<file path="config.mk">
export PLATFORM = sky130hd
export DESIGN_NAME = cpu_top
export DESIGN_NICKNAME = d
export VERILOG_FILES = /design/src/logic/cpu_pkg.sv /design/src/logic/fetch_unit.sv /design/src/logic/load_store_unit.sv /design/src/logic/bus_arbiter.sv /design/src/logic/reg_file.sv /design/src/logic/alu.sv /design/src/logic/cpu_control.sv /design/src/logic/cpu_top.sv
export SDC_FILE = /design/constraint.sdc
export NUM_CORES = 1
export LEC_CHECK = 0
export BUFFER_PORTS_ARGS = -buffer_cell sky130_fd_sc_hd__buf_2
export CAP_MARGIN = 20
export CORE_UTILIZATION = 37
export DETAILED_ROUTE_END_ITERATION = 12
export MAX_ROUTING_LAYER = met4
export SYNTH_ARGS = -nofsm -noshare
export SYNTH_HDL_FRONTEND = slang
export SYNTH_HIERARCHICAL = 1
export SYNTH_SLANG_ARGS = --single-unit
</file>
<file path="constraint.sdc">
create_clock -name clk -period 9.7 [get_ports clk]
set_input_delay 0 -clock clk [delete_from_list [all_inputs] [get_ports clk]]
set_output_delay 0 -clock clk [all_outputs]
set_load 0.02 [all_outputs]
</file>
<file path="src/logic/cpu_pkg.sv">
`default_nettype none

package cpu_pkg;

	// ------------------------------------------------------------
	// bus widths
	// ------------------------------------------------------------
	parameter int WORD_W = 32;
	parameter int SEL_W = WORD_W / 8;	// byte lanes
	parameter int IMM_W = 24;

	typedef logic [WORD_W-1:0] word_t;
	typedef logic [3:0] reg_idx_t;

	// ------------------------------------------------------------
	// instruction encoding
	// ------------------------------------------------------------
	// codes 14 and 15 are unlisted and run as NOP
	typedef enum logic [3:0] {
		NOP  = 4'h0,
		ADD  = 4'h1,
		SUB  = 4'h2,
		AND  = 4'h3,
		OR   = 4'h4,
		XOR  = 4'h5,
		LDI  = 4'h6,
		LD   = 4'h7,
		ST   = 4'h8,
		BEQ  = 4'h9,
		BNE  = 4'ha,
		BCS  = 4'hb,
		BRA  = 4'hc,
		HALT = 4'hd
	} opcode_e;

	typedef struct packed {
		opcode_e op;
		reg_idx_t rt;	// target
		reg_idx_t ra;
		reg_idx_t rb;
		logic [15:0] unused;
	} insn_reg_t;

	typedef struct packed {
		opcode_e op;
		reg_idx_t rt;
		logic [IMM_W-1:0] imm;	// branch offset in words, or data
	} insn_imm_t;

	// same word seen as register form or immediate form
	typedef union packed {
		insn_reg_t r;
		insn_imm_t i;
	} insn_u;

	// ------------------------------------------------------------
	// execution
	// ------------------------------------------------------------
	typedef struct packed {
		logic zero;
		logic carry;
		logic negative;
	} flags_t;

	typedef enum logic [2:0] {
		ALU_ADD,
		ALU_SUB,
		ALU_AND,
		ALU_OR,
		ALU_XOR,
		ALU_PASS_B
	} alu_op_e;

	localparam word_t NOP_WORD = '0;

endpackage

`default_nettype wire

</file>
<file path="src/logic/fetch_unit.sv">
`timescale 1ns/1ns
`default_nettype none

module fetch_unit import cpu_pkg::*; #(
	parameter logic [31:0] RESET_PC = 32'h0
) (
	input  logic    clk,
	input  logic    rst_i,
	input  logic    take_i,
	input  logic    redirect_i,
	input  word_t   target_i,
	input  logic    halt_i,
	input  logic    f_ack_i,
	input  word_t   f_dat_i,
	output logic    f_req_o,
	output word_t   f_adr_o,
	output logic    insn_valid_o,
	output insn_u   insn_o,
	output word_t   pc_o
);

	word_t pc_q;
	word_t req_adr_q;
	word_t buf_word_q;
	word_t buf_tag_q;	// address the buffered word came from
	logic buf_full_q;
	logic req_q;
	logic drop_q;		// in-flight word is stale after a redirect
	logic buf_hit;
	logic start_fetch;
	logic fill;

	assign buf_hit = buf_full_q && (buf_tag_q == pc_q);
	assign start_fetch = !req_q && !buf_hit && !halt_i && !redirect_i;
	assign fill = req_q && f_ack_i && !drop_q && !redirect_i;

	always_ff @(posedge clk) begin
		if (rst_i) begin
			pc_q <= RESET_PC;
			buf_full_q <= 1'b0;
			req_q <= 1'b0;
			drop_q <= 1'b0;
			buf_word_q <= NOP_WORD;
		end else begin
			if (redirect_i)
				pc_q <= target_i;
			else if (take_i)
				pc_q <= pc_q + 32'd4;	// word consumed, buffer tag now stale

			if (req_q && f_ack_i) begin
				req_q <= 1'b0;
				drop_q <= 1'b0;
			end else if (start_fetch) begin
				req_q <= 1'b1;
			end
			if (redirect_i && req_q && !f_ack_i)
				drop_q <= 1'b1;	// let the bus cycle finish, discard its word

			if (redirect_i)
				buf_full_q <= 1'b0;
			else if (fill) begin
				buf_full_q <= 1'b1;
				buf_word_q <= f_dat_i;
			end
		end
	end

	// address and tag travel with the request
	always_ff @(posedge clk) begin
		if (start_fetch)
			req_adr_q <= pc_q;
		if (fill)
			buf_tag_q <= req_adr_q;
	end

	assign f_req_o = req_q;
	assign f_adr_o = req_adr_q;
	assign insn_valid_o = buf_hit;
	assign insn_o = buf_word_q;
	assign pc_o = pc_q;

endmodule

`default_nettype wire

</file>
<file path="src/logic/load_store_unit.sv">
`timescale 1ns/1ns
`default_nettype none

module load_store_unit import cpu_pkg::*; (
	input  logic    clk,
	input  logic    rst_i,
	input  logic    start_i,
	input  logic    write_i,
	input  word_t   addr_i,
	input  word_t   wdata_i,
	input  logic    d_ack_i,
	input  word_t   d_dat_i,
	output logic    d_req_o,
	output logic    d_we_o,
	output word_t   d_adr_o,
	output word_t   d_dat_o,
	output logic    done_o,
	output word_t   rdata_o
);

	logic req_q;
	logic write_q;
	logic done_q;
	word_t addr_q;
	word_t wdata_q;
	word_t rdata_q;

	always_ff @(posedge clk) begin
		if (rst_i) begin
			req_q <= 1'b0;
			write_q <= 1'b0;
			done_q <= 1'b0;
		end else begin
			done_q <= 1'b0;		// single-cycle pulse
			if (start_i) begin
				req_q <= 1'b1;
				write_q <= write_i;
			end else if (req_q && d_ack_i) begin
				req_q <= 1'b0;
				done_q <= 1'b1;
			end
		end
	end

	always_ff @(posedge clk) begin
		if (start_i) begin
			addr_q <= addr_i;
			wdata_q <= wdata_i;
		end
		if (req_q && d_ack_i)
			rdata_q <= d_dat_i;	// dat_i only valid with ack
	end

	assign d_req_o = req_q;
	assign d_we_o = write_q;
	assign d_adr_o = addr_q;
	assign d_dat_o = wdata_q;
	assign done_o = done_q;
	assign rdata_o = rdata_q;

endmodule

`default_nettype wire

</file>
<file path="src/logic/bus_arbiter.sv">
`timescale 1ns/1ns
`default_nettype none

module bus_arbiter import cpu_pkg::*; (
	input  logic             clk,
	input  logic             rst_i,
	input  logic             f_req_i,
	input  word_t            f_adr_i,
	input  logic             d_req_i,
	input  logic             d_we_i,
	input  word_t            d_adr_i,
	input  word_t            d_dat_i,
	input  logic             ack_i,
	input  word_t            dat_i,
	output logic             f_ack_o,
	output logic             d_ack_o,
	output word_t            f_dat_o,
	output word_t            d_dat_o,
	output logic             cyc_o,
	output logic             stb_o,
	output logic             we_o,
	output logic [SEL_W-1:0] sel_o,
	output word_t            adr_o,
	output word_t            dat_o
);

	localparam logic OWN_FETCH = 1'b0;
	localparam logic OWN_DATA = 1'b1;

	logic owner_q;
	logic busy_q;
	logic own_data;

	// ------------------------------------------------------------
	// grant, only while idle; data side wins
	// ------------------------------------------------------------
	always_ff @(posedge clk) begin
		if (rst_i) begin
			owner_q <= OWN_FETCH;
			busy_q <= 1'b0;
		end else if (!busy_q) begin
			if (d_req_i) begin
				owner_q <= OWN_DATA;
				busy_q <= 1'b1;
			end else if (f_req_i) begin
				owner_q <= OWN_FETCH;
				busy_q <= 1'b1;
			end
		end else if (ack_i) begin
			busy_q <= 1'b0;	// grant held up to the owner's ack
		end
	end

	assign own_data = owner_q == OWN_DATA;

	// ------------------------------------------------------------
	// bus side
	// ------------------------------------------------------------
	assign cyc_o = busy_q;
	assign stb_o = busy_q;
	assign we_o = busy_q && own_data && d_we_i;
	assign sel_o = '1;		// whole words only
	assign adr_o = own_data ? d_adr_i : f_adr_i;
	assign dat_o = d_dat_i;

	// ack goes to the owner alone
	assign f_ack_o = busy_q && ack_i && !own_data;
	assign d_ack_o = busy_q && ack_i && own_data;
	assign f_dat_o = dat_i;
	assign d_dat_o = dat_i;

endmodule

`default_nettype wire

</file>
<file path="src/logic/reg_file.sv">
`timescale 1ns/1ns
`default_nettype none

module reg_file import cpu_pkg::*; (
	input  logic     clk,
	input  logic     we_i,
	input  reg_idx_t wa_i,
	input  word_t    wd_i,
	input  reg_idx_t ra_i,
	input  reg_idx_t rb_i,
	output word_t    qa_o,
	output word_t    qb_o
);

	word_t regs [16];

	always_ff @(posedge clk) begin
		if (we_i && wa_i != 4'd0)
			regs[wa_i] <= wd_i;
	end

	// r0 reads as zero
	assign qa_o = (ra_i == 4'd0) ? '0 : regs[ra_i];
	assign qb_o = (rb_i == 4'd0) ? '0 : regs[rb_i];

endmodule

`default_nettype wire

</file>
<file path="src/logic/alu.sv">
`timescale 1ns/1ns
`default_nettype none

module alu import cpu_pkg::*; (
	input  alu_op_e op_i,
	input  word_t   a_i,
	input  word_t   b_i,
	output word_t   y_o,
	output flags_t  flags_o
);

	logic [WORD_W:0] sum;
	logic [WORD_W:0] diff;

	assign sum = {1'b0, a_i} + {1'b0, b_i};
	assign diff = {1'b0, a_i} - {1'b0, b_i};	// top bit set on borrow

	always_comb begin
		y_o = b_i;
		flags_o.carry = 1'b0;	// cleared by logic ops
		case (op_i)
			ALU_ADD: begin
				y_o = sum[WORD_W-1:0];
				flags_o.carry = sum[WORD_W];
			end
			ALU_SUB: begin
				y_o = diff[WORD_W-1:0];
				flags_o.carry = !diff[WORD_W];	// a >= b unsigned
			end
			ALU_AND: y_o = a_i & b_i;
			ALU_OR:  y_o = a_i | b_i;
			ALU_XOR: y_o = a_i ^ b_i;
			default: y_o = b_i;
		endcase
		flags_o.zero = (y_o == '0);
		flags_o.negative = y_o[WORD_W-1];
	end

endmodule

`default_nettype wire

</file>
<file path="src/logic/cpu_control.sv">
`timescale 1ns/1ns
`default_nettype none

module cpu_control import cpu_pkg::*; (
	input  logic     clk,
	input  logic     rst_i,
	input  logic     insn_valid_i,
	input  insn_u    insn_i,
	input  word_t    pc_i,
	input  word_t    qa_i,
	input  word_t    qb_i,
	input  word_t    alu_y_i,
	input  flags_t   alu_flags_i,
	input  logic     ls_done_i,
	input  word_t    ls_rdata_i,
	output logic     take_o,
	output logic     redirect_o,
	output word_t    target_o,
	output logic     halt_o,
	output logic     ls_start_o,
	output logic     ls_write_o,
	output word_t    ls_addr_o,
	output word_t    ls_wdata_o,
	output reg_idx_t ra_o,
	output reg_idx_t rb_o,
	output alu_op_e  alu_op_o,
	output logic     rf_we_o,
	output reg_idx_t rf_wa_o,
	output word_t    rf_wd_o,
	output logic     halted_o
);

	localparam logic [1:0] S_IDLE = 2'd0;
	localparam logic [1:0] S_EXEC = 2'd1;
	localparam logic [1:0] S_MEM = 2'd2;
	localparam logic [1:0] S_HALT = 2'd3;

	logic [1:0] state_q;
	insn_u ir_q;
	word_t ex_pc_q;		// address of the executing word
	flags_t flags_q;
	opcode_e op;
	logic is_alu;
	logic is_mem;
	logic taken;
	word_t imm_sext;
	word_t imm_zext;

	assign op = ir_q.r.op;
	assign imm_sext = {{(WORD_W-IMM_W){ir_q.i.imm[IMM_W-1]}}, ir_q.i.imm};
	assign imm_zext = {{(WORD_W-IMM_W){1'b0}}, ir_q.i.imm};
	assign is_mem = (op == LD) || (op == ST);

	// ------------------------------------------------------------
	// decode and branch evaluation
	// ------------------------------------------------------------
	always_comb begin
		is_alu = 1'b0;
		alu_op_o = ALU_PASS_B;
		taken = 1'b0;
		case (op)
			ADD: begin is_alu = 1'b1; alu_op_o = ALU_ADD; end
			SUB: begin is_alu = 1'b1; alu_op_o = ALU_SUB; end
			AND: begin is_alu = 1'b1; alu_op_o = ALU_AND; end
			OR:  begin is_alu = 1'b1; alu_op_o = ALU_OR; end
			XOR: begin is_alu = 1'b1; alu_op_o = ALU_XOR; end
			BEQ: taken = flags_q.zero;
			BNE: taken = !flags_q.zero;
			BCS: taken = flags_q.carry;
			BRA: taken = 1'b1;
			default: ;	// NOP and unlisted codes
		endcase
	end

	// ------------------------------------------------------------
	// sequencer
	// ------------------------------------------------------------
	always_ff @(posedge clk) begin
		if (rst_i) begin
			state_q <= S_IDLE;
			flags_q <= '0;
		end else begin
			case (state_q)
				S_IDLE: if (insn_valid_i) state_q <= S_EXEC;
				S_EXEC: begin
					if (is_alu)
						flags_q <= alu_flags_i;
					if (op == HALT)
						state_q <= S_HALT;
					else if (is_mem)
						state_q <= S_MEM;
					else
						state_q <= S_IDLE;
				end
				S_MEM: if (ls_done_i) state_q <= S_IDLE;
				default: state_q <= S_HALT;	// stays halted until reset
			endcase
		end
	end

	always_ff @(posedge clk) begin
		if (take_o) begin
			ir_q <= insn_i;
			ex_pc_q <= pc_i;
		end
	end

	assign take_o = (state_q == S_IDLE) && insn_valid_i;
	assign redirect_o = (state_q == S_EXEC) && taken;
	assign target_o = ex_pc_q + 32'd4 + {imm_sext[WORD_W-3:0], 2'b00};
	// stop fetch already while HALT executes
	assign halt_o = (state_q == S_HALT) || ((state_q == S_EXEC) && (op == HALT));
	assign halted_o = state_q == S_HALT;

	assign ls_start_o = (state_q == S_EXEC) && is_mem;
	assign ls_write_o = op == ST;
	assign ls_addr_o = imm_zext;	// absolute byte address
	assign ls_wdata_o = qb_i;

	assign ra_o = ir_q.r.ra;
	assign rb_o = (op == ST) ? ir_q.r.rt : ir_q.r.rb;	// store data via port b
	assign rf_wa_o = ir_q.r.rt;

	// write-back select
	always_comb begin
		if (state_q == S_MEM) begin
			rf_we_o = ls_done_i && (op == LD);
			rf_wd_o = ls_rdata_i;
		end else begin
			rf_we_o = (state_q == S_EXEC) && (is_alu || op == LDI);
			if (is_alu)
				rf_wd_o = alu_y_i;
			else if (op == LDI)
				rf_wd_o = imm_sext;
			else
				rf_wd_o = qa_i;		// register copy, no write enabled
		end
	end

endmodule

`default_nettype wire

</file>
<file path="src/logic/cpu_top.sv">
`timescale 1ns/1ns
`default_nettype none

module cpu_top import cpu_pkg::*; #(
	parameter logic [31:0] RESET_PC = 32'h0
) (
	input  logic             clk,
	input  logic             rst_i,
	input  word_t            dat_i,
	input  logic             ack_i,
	output logic             cyc_o,
	output logic             stb_o,
	output logic             we_o,
	output logic [SEL_W-1:0] sel_o,
	output word_t            adr_o,
	output word_t            dat_o,
	output logic             halted_o
);

	// fetch side
	logic f_req, f_ack;
	word_t f_adr, f_dat;
	logic take, redirect, halt, insn_valid;
	word_t target, pc;
	insn_u insn;

	// data side
	logic d_req, d_we, d_ack;
	word_t d_adr, d_wdat, d_rdat;
	logic ls_start, ls_write, ls_done;
	word_t ls_addr, ls_wdata, ls_rdata;

	// execute
	reg_idx_t ra, rb, rf_wa;
	word_t qa, qb, rf_wd, alu_y;
	logic rf_we;
	alu_op_e alu_op;
	flags_t alu_flags;

	fetch_unit #(.RESET_PC(RESET_PC)) u_fetch (
		.clk(clk), .rst_i(rst_i), .take_i(take), .redirect_i(redirect),
		.target_i(target), .halt_i(halt), .f_ack_i(f_ack), .f_dat_i(f_dat),
		.f_req_o(f_req), .f_adr_o(f_adr), .insn_valid_o(insn_valid),
		.insn_o(insn), .pc_o(pc)
	);

	load_store_unit u_lsu (
		.clk(clk), .rst_i(rst_i), .start_i(ls_start), .write_i(ls_write),
		.addr_i(ls_addr), .wdata_i(ls_wdata), .d_ack_i(d_ack), .d_dat_i(d_rdat),
		.d_req_o(d_req), .d_we_o(d_we), .d_adr_o(d_adr), .d_dat_o(d_wdat),
		.done_o(ls_done), .rdata_o(ls_rdata)
	);

	bus_arbiter u_arb (
		.clk(clk), .rst_i(rst_i), .f_req_i(f_req), .f_adr_i(f_adr),
		.d_req_i(d_req), .d_we_i(d_we), .d_adr_i(d_adr), .d_dat_i(d_wdat),
		.ack_i(ack_i), .dat_i(dat_i), .f_ack_o(f_ack), .d_ack_o(d_ack),
		.f_dat_o(f_dat), .d_dat_o(d_rdat), .cyc_o(cyc_o), .stb_o(stb_o),
		.we_o(we_o), .sel_o(sel_o), .adr_o(adr_o), .dat_o(dat_o)
	);

	reg_file u_rf (
		.clk(clk), .we_i(rf_we), .wa_i(rf_wa), .wd_i(rf_wd),
		.ra_i(ra), .rb_i(rb), .qa_o(qa), .qb_o(qb)
	);

	alu u_alu (
		.op_i(alu_op), .a_i(qa), .b_i(qb), .y_o(alu_y), .flags_o(alu_flags)
	);

	cpu_control u_ctrl (
		.clk(clk), .rst_i(rst_i), .insn_valid_i(insn_valid), .insn_i(insn),
		.pc_i(pc), .qa_i(qa), .qb_i(qb), .alu_y_i(alu_y), .alu_flags_i(alu_flags),
		.ls_done_i(ls_done), .ls_rdata_i(ls_rdata), .take_o(take),
		.redirect_o(redirect), .target_o(target), .halt_o(halt),
		.ls_start_o(ls_start), .ls_write_o(ls_write), .ls_addr_o(ls_addr),
		.ls_wdata_o(ls_wdata), .ra_o(ra), .rb_o(rb), .alu_op_o(alu_op),
		.rf_we_o(rf_we), .rf_wa_o(rf_wa), .rf_wd_o(rf_wd), .halted_o(halted_o)
	);

endmodule

`default_nettype wire

</file>
==> out/summary.json <==
{
  "initial_utilization": {"value": 37.3, "unit": "%"},
  "first_global_vias": {"value": 29700},
  "detailedRoute.firstPassIterationCount": {"value": 6},
  "timing_hold_violations_final": {"value": 0},
  "number_of_h_tree_levels": {"value": 3},
  "layout-drive-gt1-share": {"value": 20.6, "unit": "%"},
  "critPathMostFrequentCell": {"value": "a21oi_1"},
  "timing_worst_setup_path_type": {"value": "flop to flop"},
  "die_width": {"value": 347, "unit": "um"},
  "tightest_slew": {"value": 1220, "unit": "ps"},
  "clock_latency_reported_for_the_late_side_of_the_worst_skew_pair": {"value": 700, "unit": "ps"},
  "min_path_type": {"value": "input pin to flop"},
  "post-route-worst-setup-slack": {"value": 1200, "unit": "ps"},
  "placeableCoreArea": {"value": 0.118, "unit": "sq mm"},
  "endpoints_failing_setup": {"value": 0},
  "worst_path_largest_cell_delay": {"value": 610, "unit": "ps"},
  "grt.overflow.total": {"value": 0},
  "post-place-ws": {"value": 1290, "unit": "ps"},
  "grtUsageTotal": {"value": 24.0, "unit": "%"},
  "place_congestion": {"value": 0.992},
  "synthFlopType": {"value": "edfxtp_1"},
  "routed_vias": {"value": 30900},
  "grt_first_pass_wirelength": {"value": 206, "unit": "mm"},
  "design.die.area": {"value": 0.120, "unit": "sq mm"},
  "layout_min_cycle_time": {"value": 8500, "unit": "ps"},
  "internal-power": {"value": 5.61, "unit": "mW"},
  "synth_area_per_cell": {"value": 12.3, "unit": "sq um"},
  "peakVddDrop": {"value": 143, "unit": "uV"},
  "pwr-share-comb": {"value": 2.0, "unit": "%"},
  "final_min_period_over_clock_period": {"value": 87.6, "unit": "%"},
  "slew_headroom": {"value": 18.3, "unit": "%"},
  "share_clk_of_total_power": {"value": 46.3, "unit": "%"},
  "worstPathBufferInverterCount": {"value": 2},
  "cts_root_buf": {"value": "clkbuf_16"},
  "run_status": {"value": "complete, no violations"},
  "yosys.cell_count.top_type": {"value": "edfxtp_1"},
  "avgViaCountPerCell": {"value": 6.00},
  "synth_cells": {"value": 3567},
  "maxSlewViolCount": {"value": 0},
  "yosys_top_cell_by_area": {"value": "edfxtp_1"},
  "critPathLaunchType": {"value": "flop"},
  "cts_bufs_inserted": {"value": 86},
  "detail_route.wl_per_cell": {"value": 27.8, "unit": "um"},
  "synth.top_cell.area_share": {"value": 48.1, "unit": "%"},
  "static-leakage-power": {"value": 16.6, "unit": "nW"},
  "final-seq-area": {"value": 0.0227, "unit": "sq mm"},
  "endpoint_kind": {"value": "flop"},
  "grt_setup_unrepaired": {"value": "false"},
  "holdPathStages": {"value": 2},
  "worst_ep_required_time": {"value": 10280, "unit": "ps"},
  "route.detailed.drc": {"value": 0},
  "synth_commonest_cells": {"value": "edfxtp_1 (704), nand2_1 (295), a21oi_1 (276)"},
  "final_net_count": {"value": 3749},
  "synth_edf_count": {"value": 704},
  "final.setup.tns": {"value": 0, "unit": "ps"},
  "layout-area-overhead-vs-synth": {"value": 10.2, "unit": "%"},
  "buffers_inserted_by_post_cts_timing_repair": {"value": 0},
  "synthDistinctLibCells": {"value": 116},
  "critical_path.max_fanout": {"value": 50},
  "worst_r2r_path_depth": {"value": 24},
  "ioPinCount": {"value": 107},
  "timing.critical_path.arrival": {"value": 9070, "unit": "ps"},
  "synth_seq_area_share": {"value": 51.6, "unit": "%"},
  "drt-total-wl": {"value": 143, "unit": "mm"},
  "worst-path-stages": {"value": 24},
  "crit_slowest_cell": {"value": "mux2_8"},
  "finalHoldWorstSlack": {"value": 48.1, "unit": "ps"},
  "tritoncts": {"value": "done"},
  "p_sw_share": {"value": 21.1, "unit": "%"},
  "net-switching-power": {"value": 1.50, "unit": "mW"},
  "post-dp-hpwl": {"value": 98.4, "unit": "mm"},
  "cap_violations": {"value": 0},
  "num_rows": {"value": 126},
  "cpLargestDelayFamily": {"value": "simple AND/OR/NAND/NOR gates"},
  "skew": {"value": 57.0, "unit": "ps"},
  "dominant_cells_by_area_after_synthesis": {"value": "edfxtp_1 (48%), mux4_2 (8.3%), ha_1 (4.6%)"},
  "seq_power_share": {"value": 51.7, "unit": "%"},
  "antenna_violations_before_repair": {"value": 5},
  "clk_pin_slew_worst_paths": {"value": 60, "unit": "ps"},
  "grt_start_max_net_pins": {"value": 91},
  "cts_num_sinks": {"value": 780},
  "path_cells": {"value": "nor3_1 -> and2_0 -> mux2_8 -> buf_4 -> mux2i_1 -> a22oi_1 -> a21oi_1 -> a21oi_1 -> ha_1 -> inv_1 -> fa_1 -> nor3b_1 -> o311ai_0 -> o311ai_0 -> a311oi_1 -> xnor2_1 -> o22ai_1 -> nand4bb_1 -> or4_1 -> or4b_1 -> or4b_1 -> nor4_2 -> nand3_1 -> a21oi_1"},
  "power-per-cell-area": {"value": 147, "unit": "mW/mm^2"},
  "yosys_warnings": {"value": 6},
  "mappedNetlistArea": {"value": 0.0439, "unit": "sq mm"},
  "antenna_left": {"value": 0},
  "floorplan.die.height": {"value": 347, "unit": "um"},
  "multi_input_comb_area": {"value": 0.0185, "unit": "sq mm"},
  "achievable-frequency": {"value": 118, "unit": "MHz"},
  "synth-async-reset-ratio": {"value": 0, "unit": "%"},
  "cell_area_placed": {"value": 0.0452, "unit": "sq mm"},
  "clockBufferDepth": {"value": 3},
  "finish.instance_area": {"value": 0.0484, "unit": "sq mm"},
  "drt_first_iter_violations": {"value": 3668},
  "port-buffer-count": {"value": 102},
  "fillerInstances": {"value": 11100},
  "flops_latches_synth": {"value": 780}
}
-- layout by cell type, fill, tap and decap left out, types with 13 or more instances in the layout --
cell,instances
ha_1,162
dlygate4sd3_1,34
a211oi_1,29
o22ai_1,43
nor3_1,79
nand2_1,295
clkbuf_1,13
o21ai_1,16
a22oi_1,24
a21oi_1,275
nor2_1,206
nand3_1,43
mux2_2,71
a221oi_1,61
nor2b_1,19
nor4_1,29
nand4_1,31
clkinv_1,18
clkbuf_16,88
mux4_2,162
buf_2,102
a31oi_1,19
clkinv_2,13
a221o_1,24
a21o_1,17
or2_2,13
buf_4,142
o21ai_0,86
xor2_1,47
o31ai_1,18
nand2b_1,14
dfxtp_1,75
mux2_4,29
inv_1,114
edfxtp_1,704
o211ai_1,30
mux2i_1,100
xnor2_1,46
-- metal layers --
metal	track usage, %	share of wire, %
met1	32.4	43
met2	36.4	46
met3	3.55	7.8
met4	9.19	3.6
met5	-	0
-- metrics by stage --
| stage | cells | power (mW) | util [%] |
|---|---|---|---|
| global route | 5154 | 7.30 | 41.1 |
| detailed placement | 4957 | 3.88 | 38.3 |
| CTS | 5147 | 7.16 | 41.0 |
| floorplan | 3577 | 3.84 | - |
| global placement | 4953 | 3.88 | 38.3 |
| finish | 5154 | 7.10 | 41.1 |
-- registers in the layout, indices dropped and copies added, names as in the netlist --
name,flops
u_lsu/rdata_o,32
u_lsu/d_adr_o,32
u_lsu/d_dat_o,32
u_fetch/drop_q,1
u_ctrl/flags_q,2
u_arb/cyc_o,1
u_ctrl/ir_q,32
u_fetch/f_req_o,1
u_arb/own_data,1
u_lsu/done_o,1
u_fetch/insn_o,32
u_lsu/d_req_o,1
u_ctrl/ex_pc_q,32
u_fetch/buf_tag_q,32
u_fetch/f_adr_o,32
u_fetch/pc_o,32
u_ctrl/state_q,2
u_fetch/buf_full_q,1
u_lsu/d_we_o,1
u_rf/regs,480
-- path summary, 6_finish.rpt --
kind | from | end | slack, ps
setup reg to reg | u_ctrl/ir_q[28] | u_ctrl/flags_q[2] | 1200
hold / removal | dat_i[10] | u_lsu/rdata_o[10] | 50
hold reg to reg | u_fetch/insn_o[10] | u_ctrl/ir_q[10] | 420
setup / recovery | u_ctrl/ir_q[28] | u_ctrl/flags_q[2] | 1200
-- power groups by stage --
stage               clock network, mW  registers (mW)  logic [mW]
floorplan                           0            3.74      0.0998
global placement                    0            3.74       0.131
detailed placement                  0            3.75       0.131
CTS                              3.35            3.68       0.142
global route                     3.47            3.68       0.150
finish                           3.29            3.68       0.142
-- cell families (layout without fill, tap and decap cells) --
kind of cell	after synthesis	after routing	synth area share, %
and+or+nand+nor	843	843	9.05
AOI/OAI and AO/OA	800	800	12.5
DFF	780	780	51.6
buffers and inverters	521	561	6.89
muxes	363	363	13.4
adders and majority gates	165	165	4.75
xor gates and xnor gates	93	93	1.85
other	2	13	0.0171
-- layout make-up --
class                           count  area share (%)
Tap cell                         1536            3.97
Antenna cell                        1         0.00517
Sequential cell                   780            46.8
Clock buffer                      113            4.99
Multi-Input combinational cell   2276            38.2
Clock inverter                     43           0.917
Inverter                          120           0.940
Timing Repair Buffer              285            4.19
-- repair_timing --
action,CTS,global route
endpoints found under the hold margin,68,0
resized for setup,0,0
hold buffers,34,0
Power figures use the tool's default switching activity.
